`config.mk`:
```
export PLATFORM = sky130hd
export DESIGN_NAME = muldiv_unit
export DESIGN_NICKNAME = d
export VERILOG_FILES = /design/src/rtl/muldiv_pkg.sv /design/src/rtl/mul_pipe.sv /design/src/rtl/muldiv_unit.sv /design/src/rtl/serial_div.sv
export SDC_FILE = /design/constraint.sdc
export NUM_CORES = 2
export LEC_CHECK = 0
export BUFFER_PORTS_ARGS = -buffer_cell sky130_fd_sc_hd__clkbuf_2
export CAP_MARGIN = 20
export CORE_MARGIN = 10
export CORE_UTILIZATION = 57
export DETAILED_ROUTE_END_ITERATION = 8
export GPL_ROUTABILITY_DRIVEN = 1
export PLACE_DENSITY_LB_ADDON = 0.15
export SLEW_MARGIN = 10
export SYNTH_ARGS = -nofsm -noshare
export SYNTH_HDL_FRONTEND = slang
export SYNTH_SLANG_ARGS = --single-unit
```
`constraint.sdc`:
```
create_clock -name clk_i -period 20.2 [get_ports clk_i]
set_clock_uncertainty 0.2 [all_clocks]
set_input_delay 1.01 -clock clk_i [delete_from_list [all_inputs] [get_ports clk_i]]
set_output_delay 1.01 -clock clk_i [all_outputs]
set_load 0.05 [all_outputs]
```
`src/rtl/muldiv_pkg.sv`:
```
`default_nettype none

package muldiv_pkg;

  // --------------------------------------------------------------------------
  // widths
  // --------------------------------------------------------------------------
  // operand and result width of the core
  localparam int unsigned XLEN       = 32;
  // transaction id travels with every request through either unit
  localparam int unsigned TRANS_ID_W = 3;

  // --------------------------------------------------------------------------
  // divider timing
  // --------------------------------------------------------------------------
  // one quotient bit per cycle
  localparam int unsigned DIV_CYCLES = XLEN;
  // iteration counter counts DIV_CYCLES-1 down to zero
  localparam int unsigned DIV_CNT_W  = $clog2(DIV_CYCLES);

  // --------------------------------------------------------------------------
  // opcodes
  // --------------------------------------------------------------------------
  // encoding follows funct3 of the M extension
  typedef enum logic [2:0] {
    MUL    = 3'b000,
    MULH   = 3'b001,
    MULHSU = 3'b010,
    MULHU  = 3'b011,
    DIV    = 3'b100,
    DIVU   = 3'b101,
    REM    = 3'b110,
    REMU   = 3'b111
  } muldiv_op_e;

  // divider control states
  typedef enum logic [1:0] {
    IDLE   = 2'b00,
    DIVIDE = 2'b01,
    FINISH = 2'b10
  } div_state_e;

endpackage

`default_nettype wire

```
`src/rtl/mul_pipe.sv`:
```
`timescale 1ns/1ns
`default_nettype none

module mul_pipe import muldiv_pkg::*; (
  input  logic                  clk_i,
  input  logic                  rst_ni,
  // request from dispatch, already qualified by opcode and flush
  input  logic                  valid_i,
  input  muldiv_op_e            op_i,
  input  logic [XLEN-1:0]       operand_a_i,
  input  logic [XLEN-1:0]       operand_b_i,
  input  logic [TRANS_ID_W-1:0] trans_id_i,
  // result, one strobe per request, two cycles later
  output logic                  valid_o,
  output logic [XLEN-1:0]       result_o,
  output logic [TRANS_ID_W-1:0] trans_id_o
);

  // ---------------------------------------------------------------------------
  // stage one: operand extension
  // ---------------------------------------------------------------------------
  logic                  sign_a;
  logic                  sign_b;
  logic [XLEN:0]         a_ext;
  logic [XLEN:0]         b_ext;

  logic                  s1_valid_q;
  muldiv_op_e            s1_op_q;
  logic [TRANS_ID_W-1:0] s1_id_q;
  logic [XLEN:0]         s1_a_q;
  logic [XLEN:0]         s1_b_q;

  // operand a is signed for MULH and MULHSU, b only for MULH
  // MUL takes the low word, which is the same either way
  assign sign_a = (op_i inside {MUL, MULH, MULHSU}) & operand_a_i[XLEN-1];
  assign sign_b = (op_i inside {MUL, MULH}) & operand_b_i[XLEN-1];

  // 33 bit operands so one signed multiplier covers all four flavours
  assign a_ext = {sign_a, operand_a_i};
  assign b_ext = {sign_b, operand_b_i};

  // ---------------------------------------------------------------------------
  // stage two: product
  // ---------------------------------------------------------------------------
  logic                  s2_valid_q;
  muldiv_op_e            s2_op_q;
  logic [TRANS_ID_W-1:0] s2_id_q;
  logic [2*XLEN+1:0]     s2_prod_q;

  // valid bits only
  always_ff @(posedge clk_i or negedge rst_ni) begin
    if (!rst_ni) begin
      s1_valid_q <= 1'b0;
      s2_valid_q <= 1'b0;
    end else begin
      s1_valid_q <= valid_i;
      s2_valid_q <= s1_valid_q;
    end
  end

  // datapath follows the valid bits
  always_ff @(posedge clk_i) begin
    if (valid_i) begin
      s1_op_q <= op_i;
      s1_id_q <= trans_id_i;
      s1_a_q  <= a_ext;
      s1_b_q  <= b_ext;
    end
    if (s1_valid_q) begin
      s2_op_q   <= s1_op_q;
      s2_id_q   <= s1_id_q;
      // full 66 bit signed product
      s2_prod_q <= $signed(s1_a_q) * $signed(s1_b_q);
    end
  end

  // ---------------------------------------------------------------------------
  // result word select
  // ---------------------------------------------------------------------------
  assign valid_o    = s2_valid_q;
  assign trans_id_o = s2_id_q;
  // low word for MUL, high word for the MULH variants
  assign result_o   = (s2_op_q == MUL) ? s2_prod_q[XLEN-1:0] : s2_prod_q[2*XLEN-1:XLEN];

endmodule

`default_nettype wire

```
`src/rtl/muldiv_unit.sv`:
```
`timescale 1ns/1ns
`default_nettype none

module muldiv_unit import muldiv_pkg::*; (
  input  logic                  clk_i,
  input  logic                  rst_ni,
  // cancels a division and blocks new requests
  input  logic                  flush_i,
  // issue side
  input  logic                  valid_i,
  input  muldiv_op_e            op_i,
  input  logic [XLEN-1:0]       operand_a_i,
  input  logic [XLEN-1:0]       operand_b_i,
  input  logic [TRANS_ID_W-1:0] trans_id_i,
  // divider readiness only, the multiplier never stalls
  output logic                  ready_o,
  // result side, consumer always accepts
  output logic                  valid_o,
  output logic [XLEN-1:0]       result_o,
  output logic [TRANS_ID_W-1:0] trans_id_o
);

  logic                  mul_req;
  logic                  div_req;
  logic                  div_signed;
  logic                  div_rem;

  logic                  mul_valid;
  logic [XLEN-1:0]       mul_result;
  logic [TRANS_ID_W-1:0] mul_id;

  logic                  div_valid;
  logic                  div_out_rdy;
  logic [XLEN-1:0]       div_result;
  logic [TRANS_ID_W-1:0] div_id;

  // ---------------------------------------------------------------------------
  // dispatch
  // ---------------------------------------------------------------------------
  // flush masks the request before it reaches either unit
  assign mul_req    = valid_i & ~flush_i & (op_i inside {MUL, MULH, MULHSU, MULHU});
  assign div_req    = valid_i & ~flush_i & (op_i inside {DIV, DIVU, REM, REMU});

  // divider flavour
  assign div_signed = op_i inside {DIV, REM};
  assign div_rem    = op_i inside {REM, REMU};

  // ---------------------------------------------------------------------------
  // multiplier
  // ---------------------------------------------------------------------------
  mul_pipe i_mul (
    .clk_i       (clk_i),
    .rst_ni      (rst_ni),
    .valid_i     (mul_req),
    .op_i        (op_i),
    .operand_a_i (operand_a_i),
    .operand_b_i (operand_b_i),
    .trans_id_i  (trans_id_i),
    .valid_o     (mul_valid),
    .result_o    (mul_result),
    .trans_id_o  (mul_id)
  );

  // ---------------------------------------------------------------------------
  // divider
  // ---------------------------------------------------------------------------
  serial_div i_div (
    .clk_i     (clk_i),
    .rst_ni    (rst_ni),
    .flush_i   (flush_i),
    .in_vld_i  (div_req),
    .in_rdy_o  (ready_o),
    .signed_i  (div_signed),
    .rem_i     (div_rem),
    .op_a_i    (operand_a_i),
    .op_b_i    (operand_b_i),
    .id_i      (trans_id_i),
    .out_vld_o (div_valid),
    .out_rdy_i (div_out_rdy),
    .res_o     (div_result),
    .id_o      (div_id)
  );

  // ---------------------------------------------------------------------------
  // result arbiter
  // ---------------------------------------------------------------------------
  // fixed pipeline cannot stall, so the multiplier wins and the divider waits
  assign div_out_rdy = ~mul_valid;

  assign valid_o     = mul_valid | div_valid;
  assign result_o    = mul_valid ? mul_result : div_result;
  assign trans_id_o  = mul_valid ? mul_id : div_id;

  // nothing leaves the unit while in reset
  a_no_valid_in_reset: assert property (@(posedge clk_i) !rst_ni |-> !valid_o);

  // a division result losing arbitration is still there next cycle
  a_div_held_on_collision: assert property (@(posedge clk_i) disable iff (!rst_ni)
    (mul_valid && div_valid && !flush_i) |=> div_valid && (div_id == $past(div_id)));

endmodule

`default_nettype wire

```
`src/rtl/serial_div.sv`:
```
`timescale 1ns/1ns
`default_nettype none

module serial_div import muldiv_pkg::*; (
  input  logic                  clk_i,
  input  logic                  rst_ni,
  // drops any division in flight
  input  logic                  flush_i,
  // request side
  input  logic                  in_vld_i,
  output logic                  in_rdy_o,
  input  logic                  signed_i,
  input  logic                  rem_i,
  input  logic [XLEN-1:0]       op_a_i,
  input  logic [XLEN-1:0]       op_b_i,
  input  logic [TRANS_ID_W-1:0] id_i,
  // result side held until out_rdy_i
  output logic                  out_vld_o,
  input  logic                  out_rdy_i,
  output logic [XLEN-1:0]       res_o,
  output logic [TRANS_ID_W-1:0] id_o
);

  div_state_e            state_q, state_d;
  logic [DIV_CNT_W-1:0]  cnt_q, cnt_d;

  // dividend shifts out of quo at the top while quotient bits shift in
  logic [XLEN-1:0]       quo_q, quo_d;
  logic [XLEN-1:0]       part_q, part_d;
  logic [XLEN-1:0]       dvs_q, dvs_d;
  logic                  neg_quo_q, neg_quo_d;
  logic                  neg_rem_q, neg_rem_d;
  logic                  sel_rem_q, sel_rem_d;
  logic [TRANS_ID_W-1:0] id_q, id_d;

  logic                  accept;
  logic                  a_neg;
  logic                  b_neg;
  logic [XLEN-1:0]       a_mag;
  logic [XLEN-1:0]       b_mag;
  logic [XLEN:0]         part_shift;
  logic [XLEN:0]         part_diff;
  logic                  step_ok;
  logic [XLEN-1:0]       quo_res;
  logic [XLEN-1:0]       rem_res;

  // ---------------------------------------------------------------------------
  // operand magnitudes
  // ---------------------------------------------------------------------------
  assign accept = in_vld_i & in_rdy_o & ~flush_i;

  assign a_neg  = signed_i & op_a_i[XLEN-1];
  assign b_neg  = signed_i & op_b_i[XLEN-1];
  // most negative value maps onto 2**(XLEN-1) which still fits unsigned
  assign a_mag  = a_neg ? (~op_a_i + 1'b1) : op_a_i;
  assign b_mag  = b_neg ? (~op_b_i + 1'b1) : op_b_i;

  // ---------------------------------------------------------------------------
  // one restoring step
  // ---------------------------------------------------------------------------
  // partial remainder stays below the divisor, so one extra bit suffices
  assign part_shift = {part_q, quo_q[XLEN-1]};
  assign part_diff  = part_shift - {1'b0, dvs_q};
  // subtract only when it does not go negative
  // a zero divisor always succeeds and leaves all ones as quotient and the dividend as remainder
  assign step_ok    = ~part_diff[XLEN];

  // ---------------------------------------------------------------------------
  // control
  // ---------------------------------------------------------------------------
  always_comb begin
    state_d   = state_q;
    cnt_d     = cnt_q;
    quo_d     = quo_q;
    part_d    = part_q;
    dvs_d     = dvs_q;
    neg_quo_d = neg_quo_q;
    neg_rem_d = neg_rem_q;
    sel_rem_d = sel_rem_q;
    id_d      = id_q;

    unique case (state_q)
      IDLE: begin
        if (accept) begin
          state_d   = DIVIDE;
          cnt_d     = DIV_CNT_W'(DIV_CYCLES - 1);
          quo_d     = a_mag;
          part_d    = '0;
          dvs_d     = b_mag;
          // quotient keeps all ones on a zero divisor whatever the signs
          neg_quo_d = (a_neg ^ b_neg) & (op_b_i != '0);
          // remainder follows the dividend
          neg_rem_d = a_neg;
          sel_rem_d = rem_i;
          id_d      = id_i;
        end
      end
      DIVIDE: begin
        quo_d  = {quo_q[XLEN-2:0], step_ok};
        part_d = step_ok ? part_diff[XLEN-1:0] : part_shift[XLEN-1:0];
        if (cnt_q == '0) begin
          state_d = FINISH;
        end else begin
          cnt_d = cnt_q - 1'b1;
        end
      end
      FINISH: begin
        // wait for the arbiter to take the result
        if (out_rdy_i) begin
          state_d = IDLE;
        end
      end
      default: begin
        state_d = IDLE;
      end
    endcase

    // flush wins over everything and discards the result
    if (flush_i) begin
      state_d = IDLE;
    end
  end

  always_ff @(posedge clk_i or negedge rst_ni) begin
    if (!rst_ni) begin
      state_q <= IDLE;
      cnt_q   <= '0;
    end else begin
      state_q <= state_d;
      cnt_q   <= cnt_d;
    end
  end

  // datapath registers
  always_ff @(posedge clk_i) begin
    quo_q     <= quo_d;
    part_q    <= part_d;
    dvs_q     <= dvs_d;
    neg_quo_q <= neg_quo_d;
    neg_rem_q <= neg_rem_d;
    sel_rem_q <= sel_rem_d;
    id_q      <= id_d;
  end

  // ---------------------------------------------------------------------------
  // sign restore and outputs
  // ---------------------------------------------------------------------------
  // overflow case lands here as quotient 2**(XLEN-1) with remainder zero
  assign quo_res   = neg_quo_q ? (~quo_q + 1'b1) : quo_q;
  assign rem_res   = neg_rem_q ? (~part_q + 1'b1) : part_q;

  assign in_rdy_o  = (state_q == IDLE);
  assign out_vld_o = (state_q == FINISH);
  assign res_o     = sel_rem_q ? rem_res : quo_res;
  assign id_o      = id_q;

  // ready comes back only once the result is taken or the division is flushed
  a_rdy_return: assert property (@(posedge clk_i) disable iff (!rst_ni)
    $rose(in_rdy_o) |-> $past(flush_i || (out_vld_o && out_rdy_i)));

  // stalled result keeps value and id until taken
  a_out_hold: assert property (@(posedge clk_i) disable iff (!rst_ni)
    (out_vld_o && !out_rdy_i && !flush_i) |=>
      out_vld_o && $stable(res_o) && $stable(id_o));

endmodule

`default_nettype wire

```
==> results.txt <==
Wire segments on met2 add up to 68.5 mm in the final route. The portion of the post-synthesis area used by sequential elements was 0.146; the met1 wire length was 54.9 mm. The layout overhead on the synthesized area works out to 5.16%. The largest total area in the synthesized netlist belongs to sky130_fd_sc_hd__fa_1. The detailed router finished its first iteration with 2,652 violations.

The fraction of final layout cells with drive strength greater than 1 was 0.0524; the maximum frequency from static timing analysis was 105 MHz. The routed design has 137 mm of wire. The main flop type after synthesis was sky130_fd_sc_hd__edfxtp_1.

The tools report the number of antenna violations at the first check in global routing as 10. In the layout the commonest cells are sky130_fd_sc_hd__fa_1 (1,126), sky130_fd_sc_hd__inv_1 (1,112), sky130_fd_sc_hd__nand2_1 (650), sky130_fd_sc_hd__and2_1 (556), sky130_fd_sc_hd__ha_1 (250). Clock-pin slew was measured on the worst setup and hold paths at 0.07 ns.

111 I/O pins were placed. The area of combinational cells with multiple inputs is 0.0391 sq mm, and the number of pins with negative max-slew slack in the final report is 0. The worst register-to-register path begins at i_mul.s1_b_q[0].

The full die area came out at 0.103 sq mm. Via count of the first global-routing pass: 39,300. Entering global routing, the biggest net connects 70 pins.

Post-CTS repair changed the size of 0 cells. The combined global-route utilization of all metal layers came out at 0.276. The starting density of the core was 0.575; the max capacitance violation total was 0. The topmost layer with routed signal wires was met5.

After the last flow step, the layout net total stands at 6,734. The tools report the H-tree depth as 1. Critical path class: flop to flop. The detail route stage leaves a number of antenna-violating nets equal to 0. The first global-routing pass estimated 222 mm of wire. The tools report the number of nets in the synthesized netlist as 6,762. Setup violations remaining at the end of the flow were counted as 0.

Number of remaining DRC errors: 0. Data arrives at the worst endpoint at 9.66 ns. The number of sinks driven by the clock tree is 253. For this run, the detailed router's first-pass iteration total came to 6. The via-per-instance ratio is 5.64. For the post-CTS setup buffer count, the log shows 0. For the synthesized instance count, the log shows 5,312. The tools report the launch point of the critical path as i_mul.s1_b_q[0]. Yosys mapped the design onto 79 distinct sky130hd cell types.

Detailed placement ended at an HPWL of 109 mm. Buffers inserted during clock tree synthesis total 28. The worst setup path is captured at a flop. The count of endpoints failing hold in the final timing report is 0, and the summed negative setup slack over all endpoints is 0 ns.

The min-delay analysis places its worst path in the category input pin to async pin. The tools report the yosys synthesis warning count as 0. In this run, synthesis inferred 244 flip-flops with an integrated enable. The horizontal die dimension was 321 um.

Buffers placed on the I/O ports in this run total 110. The clock period could shrink to 9.52 ns. Ranked by total cell area, the synthesized netlist is headed by sky130_fd_sc_hd__fa_1 (44%), sky130_fd_sc_hd__edfxtp_1 (14%), sky130_fd_sc_hd__inv_1 (8.1%). The total length of routed met3 wires came out at 8.67 mm. For the standard-cell row count, the log shows 110.

The run finished with clean final reports. TritonCTS built the clock tree. The post-route clock period utilization came out at 0.471. Fill cells in the final layout number 7,751. Setup repair after global routing left no endpoint under its margin.

The synthesized area was 0.0517 sq mm. The core footprint was 0.0900 sq mm; the maximum net fanout on the critical path was 33. Clock insertion delay at the later pin of the skew report: 0.61 ns. Leaving out fill and tap cells, the most frequent cell in the layout is sky130_fd_sc_hd__fa_1. For this run the aggregate overflow at the end of global routing stands at 0.

STA classifies the critical path startpoint as a flop. The tools report the remaining max-slew budget at the tightest pin as 0.261. At the worst endpoint, the required time is 20.34 ns. Registers take 0.00755 sq mm. Share of synthesized flip-flops with an asynchronous set or reset: 0.0356. Transition at the pin with the smallest max-transition slack: 1.11 ns. The clock root buffer is sky130_fd_sc_hd__clkbuf_16. Counting along the longest clock path gives a buffer depth of 3. The routed layout has 36,600 vias.

The share of the synthesized area in the top cell type is 0.436, and the overall die height is 321 um. The detailed-route wire length per cell works out to 21.2 um. The post-synthesis average cell area works out to 9.74 sq um.

The congestion estimate from routability-driven global placement came to 0.939. After synthesis the netlist holds a flip-flop and latch count of 253. Buffers inserted to repair hold after CTS numbered 0.
-- layout make-up --
type	instances	area share
Sequential cell	253	0.139
Clock buffer	30	0.0130
Antenna cell	3	0.000138
Tap cell	1176	0.0270
Clock inverter	22	0.00419
Inverter	1112	0.0767
Timing Repair Buffer	192	0.0216
Multi-Input combinational cell	3697	0.718
-- layer usage --
metal	track usage	vias up
li1	-	16000
met1	0.359	19000
met2	0.475	1276
met3	0.0353	289
met4	0.0901	8
met5	0	-
-- through the flow --
| step | util | hold slack (ns) | instance area (sq um) | instances | setup slack [ns] |
|---|---|---|---|---|---|
| 6_report | 0.604 | 0.0606 | 54400 | 6485 | 10.68 |
| 4_1_cts | 0.604 | 0.0476 | 54400 | 6481 | 10.73 |
| 2_1_floorplan | - | 0.200 | 51700 | 5312 | 12.10 |
| 3_3_place_gp | 0.594 | 0.194 | 53400 | 6429 | 10.95 |
| 5_1_grt | 0.604 | 0.0577 | 54400 | 6484 | 10.15 |
| 3_5_place_dp | 0.594 | 0.193 | 53400 | 6429 | 10.76 |
-- critical path, cell delays in order, from the launching register on --
cell	delay, ns
sky130_fd_sc_hd__edfxtp_1	1.04
sky130_fd_sc_hd__nand2_1	0.21
sky130_fd_sc_hd__inv_1	0.18
sky130_fd_sc_hd__fa_1	0.50
sky130_fd_sc_hd__fa_1	0.57
sky130_fd_sc_hd__fa_1	0.87
sky130_fd_sc_hd__inv_1	0.24
sky130_fd_sc_hd__fa_1	0.83
sky130_fd_sc_hd__inv_1	0.38
sky130_fd_sc_hd__fa_1	0.56
sky130_fd_sc_hd__fa_1	0.51
sky130_fd_sc_hd__fa_1	0.49
sky130_fd_sc_hd__inv_1	0.05
sky130_fd_sc_hd__fa_1	0.47
sky130_fd_sc_hd__inv_1	0.04
sky130_fd_sc_hd__ha_1	0.33
sky130_fd_sc_hd__a21o_1	0.18
sky130_fd_sc_hd__a211oi_1	0.23
sky130_fd_sc_hd__o21ai_0	0.16
sky130_fd_sc_hd__a21oi_1	0.19
sky130_fd_sc_hd__a2bb2oi_1	0.19
sky130_fd_sc_hd__o311a_1	0.23
sky130_fd_sc_hd__o31ai_1	0.12
sky130_fd_sc_hd__a221oi_1	0.37
sky130_fd_sc_hd__xnor2_1	0.10
-- registers in the layout, summed over array words and instances (netlist names), 2 cells and up --
| signal | flops |
|---|---|
| i_mul.s2_op_q | 3 |
| i_div.part_q | 32 |
| i_mul.s2_prod_q | 64 |
| i_mul.s1_a_q | 33 |
| i_div.quo_q | 32 |
| i_div.dvs_q | 32 |
| i_mul.s1_id_q | 3 |
| i_mul.s1_b_q | 33 |
| i_div.id_o | 3 |
| i_mul.trans_id_o | 3 |
| i_mul.s1_op_q | 3 |
| i_div.state_q | 2 |
| i_div.cnt_q | 5 |
-- Yosys cell counts (4+ instances only) --
cell type and number:
sky130_fd_sc_hd__ha_1 250, sky130_fd_sc_hd__fa_1 1126, sky130_fd_sc_hd__nor3_1 43, sky130_fd_sc_hd__o21ai_0 110
sky130_fd_sc_hd__o21a_1 21, sky130_fd_sc_hd__or3_1 8, sky130_fd_sc_hd__a211o_1 6, sky130_fd_sc_hd__and3_1 9
sky130_fd_sc_hd__dfrtp_1 9, sky130_fd_sc_hd__o211ai_1 8, sky130_fd_sc_hd__xnor2_1 139, sky130_fd_sc_hd__o2111ai_1 6
sky130_fd_sc_hd__o41ai_1 14, sky130_fd_sc_hd__and2_1 556, sky130_fd_sc_hd__nor3b_1 6, sky130_fd_sc_hd__inv_1 1112
sky130_fd_sc_hd__o31ai_1 26, sky130_fd_sc_hd__a21o_1 25, sky130_fd_sc_hd__a21boi_0 6, sky130_fd_sc_hd__nor4_1 11
sky130_fd_sc_hd__a21oi_1 137, sky130_fd_sc_hd__mux2i_1 56, sky130_fd_sc_hd__nand3_1 26, sky130_fd_sc_hd__or2_2 4
sky130_fd_sc_hd__nand2b_1 22, sky130_fd_sc_hd__a211oi_1 46, sky130_fd_sc_hd__o21bai_1 13, sky130_fd_sc_hd__nand2_1 650
sky130_fd_sc_hd__or4_1 7, sky130_fd_sc_hd__nor2b_1 41, sky130_fd_sc_hd__a31oi_1 14, sky130_fd_sc_hd__nand4_1 9
sky130_fd_sc_hd__nor2_1 155, sky130_fd_sc_hd__clkbuf_1 246, sky130_fd_sc_hd__edfxtp_1 244, sky130_fd_sc_hd__mux2_2 6
sky130_fd_sc_hd__xor2_1 81
-- worst paths after layout --
kind	endpoint	cells past startpoint	slack (ns)
worst min-delay path	i_div.cnt_q[2]	1	0.06
min in group clk_i	i_mul.valid_o	0	0.21
worst max register to register	i_mul.s2_prod_q[62]	24	10.68
worst min register to register	i_mul.valid_o	0	0.21
worst max-delay path	i_mul.s2_prod_q[62]	24	10.68
max in group asynchronous	i_mul.valid_o	1	19.53
-- kinds of logic after synthesis --
| family | Yosys count | share of synthesized area |
|---|---|---|
| DFF | 253 | 0.146 |
| xor gates and xnor gates | 220 | 0.0373 |
| AOI/OAI and AO/OA | 468 | 0.0579 |
| adders and majority gates | 1376 | 0.496 |
| muxes | 62 | 0.0121 |
| and+or+nand+nor | 1571 | 0.151 |
| buffers and inverters | 1362 | 0.0991 |
Power is not shown: default switching activity piles up to over one toggle a cycle in this logic, so the estimate is an artifact.
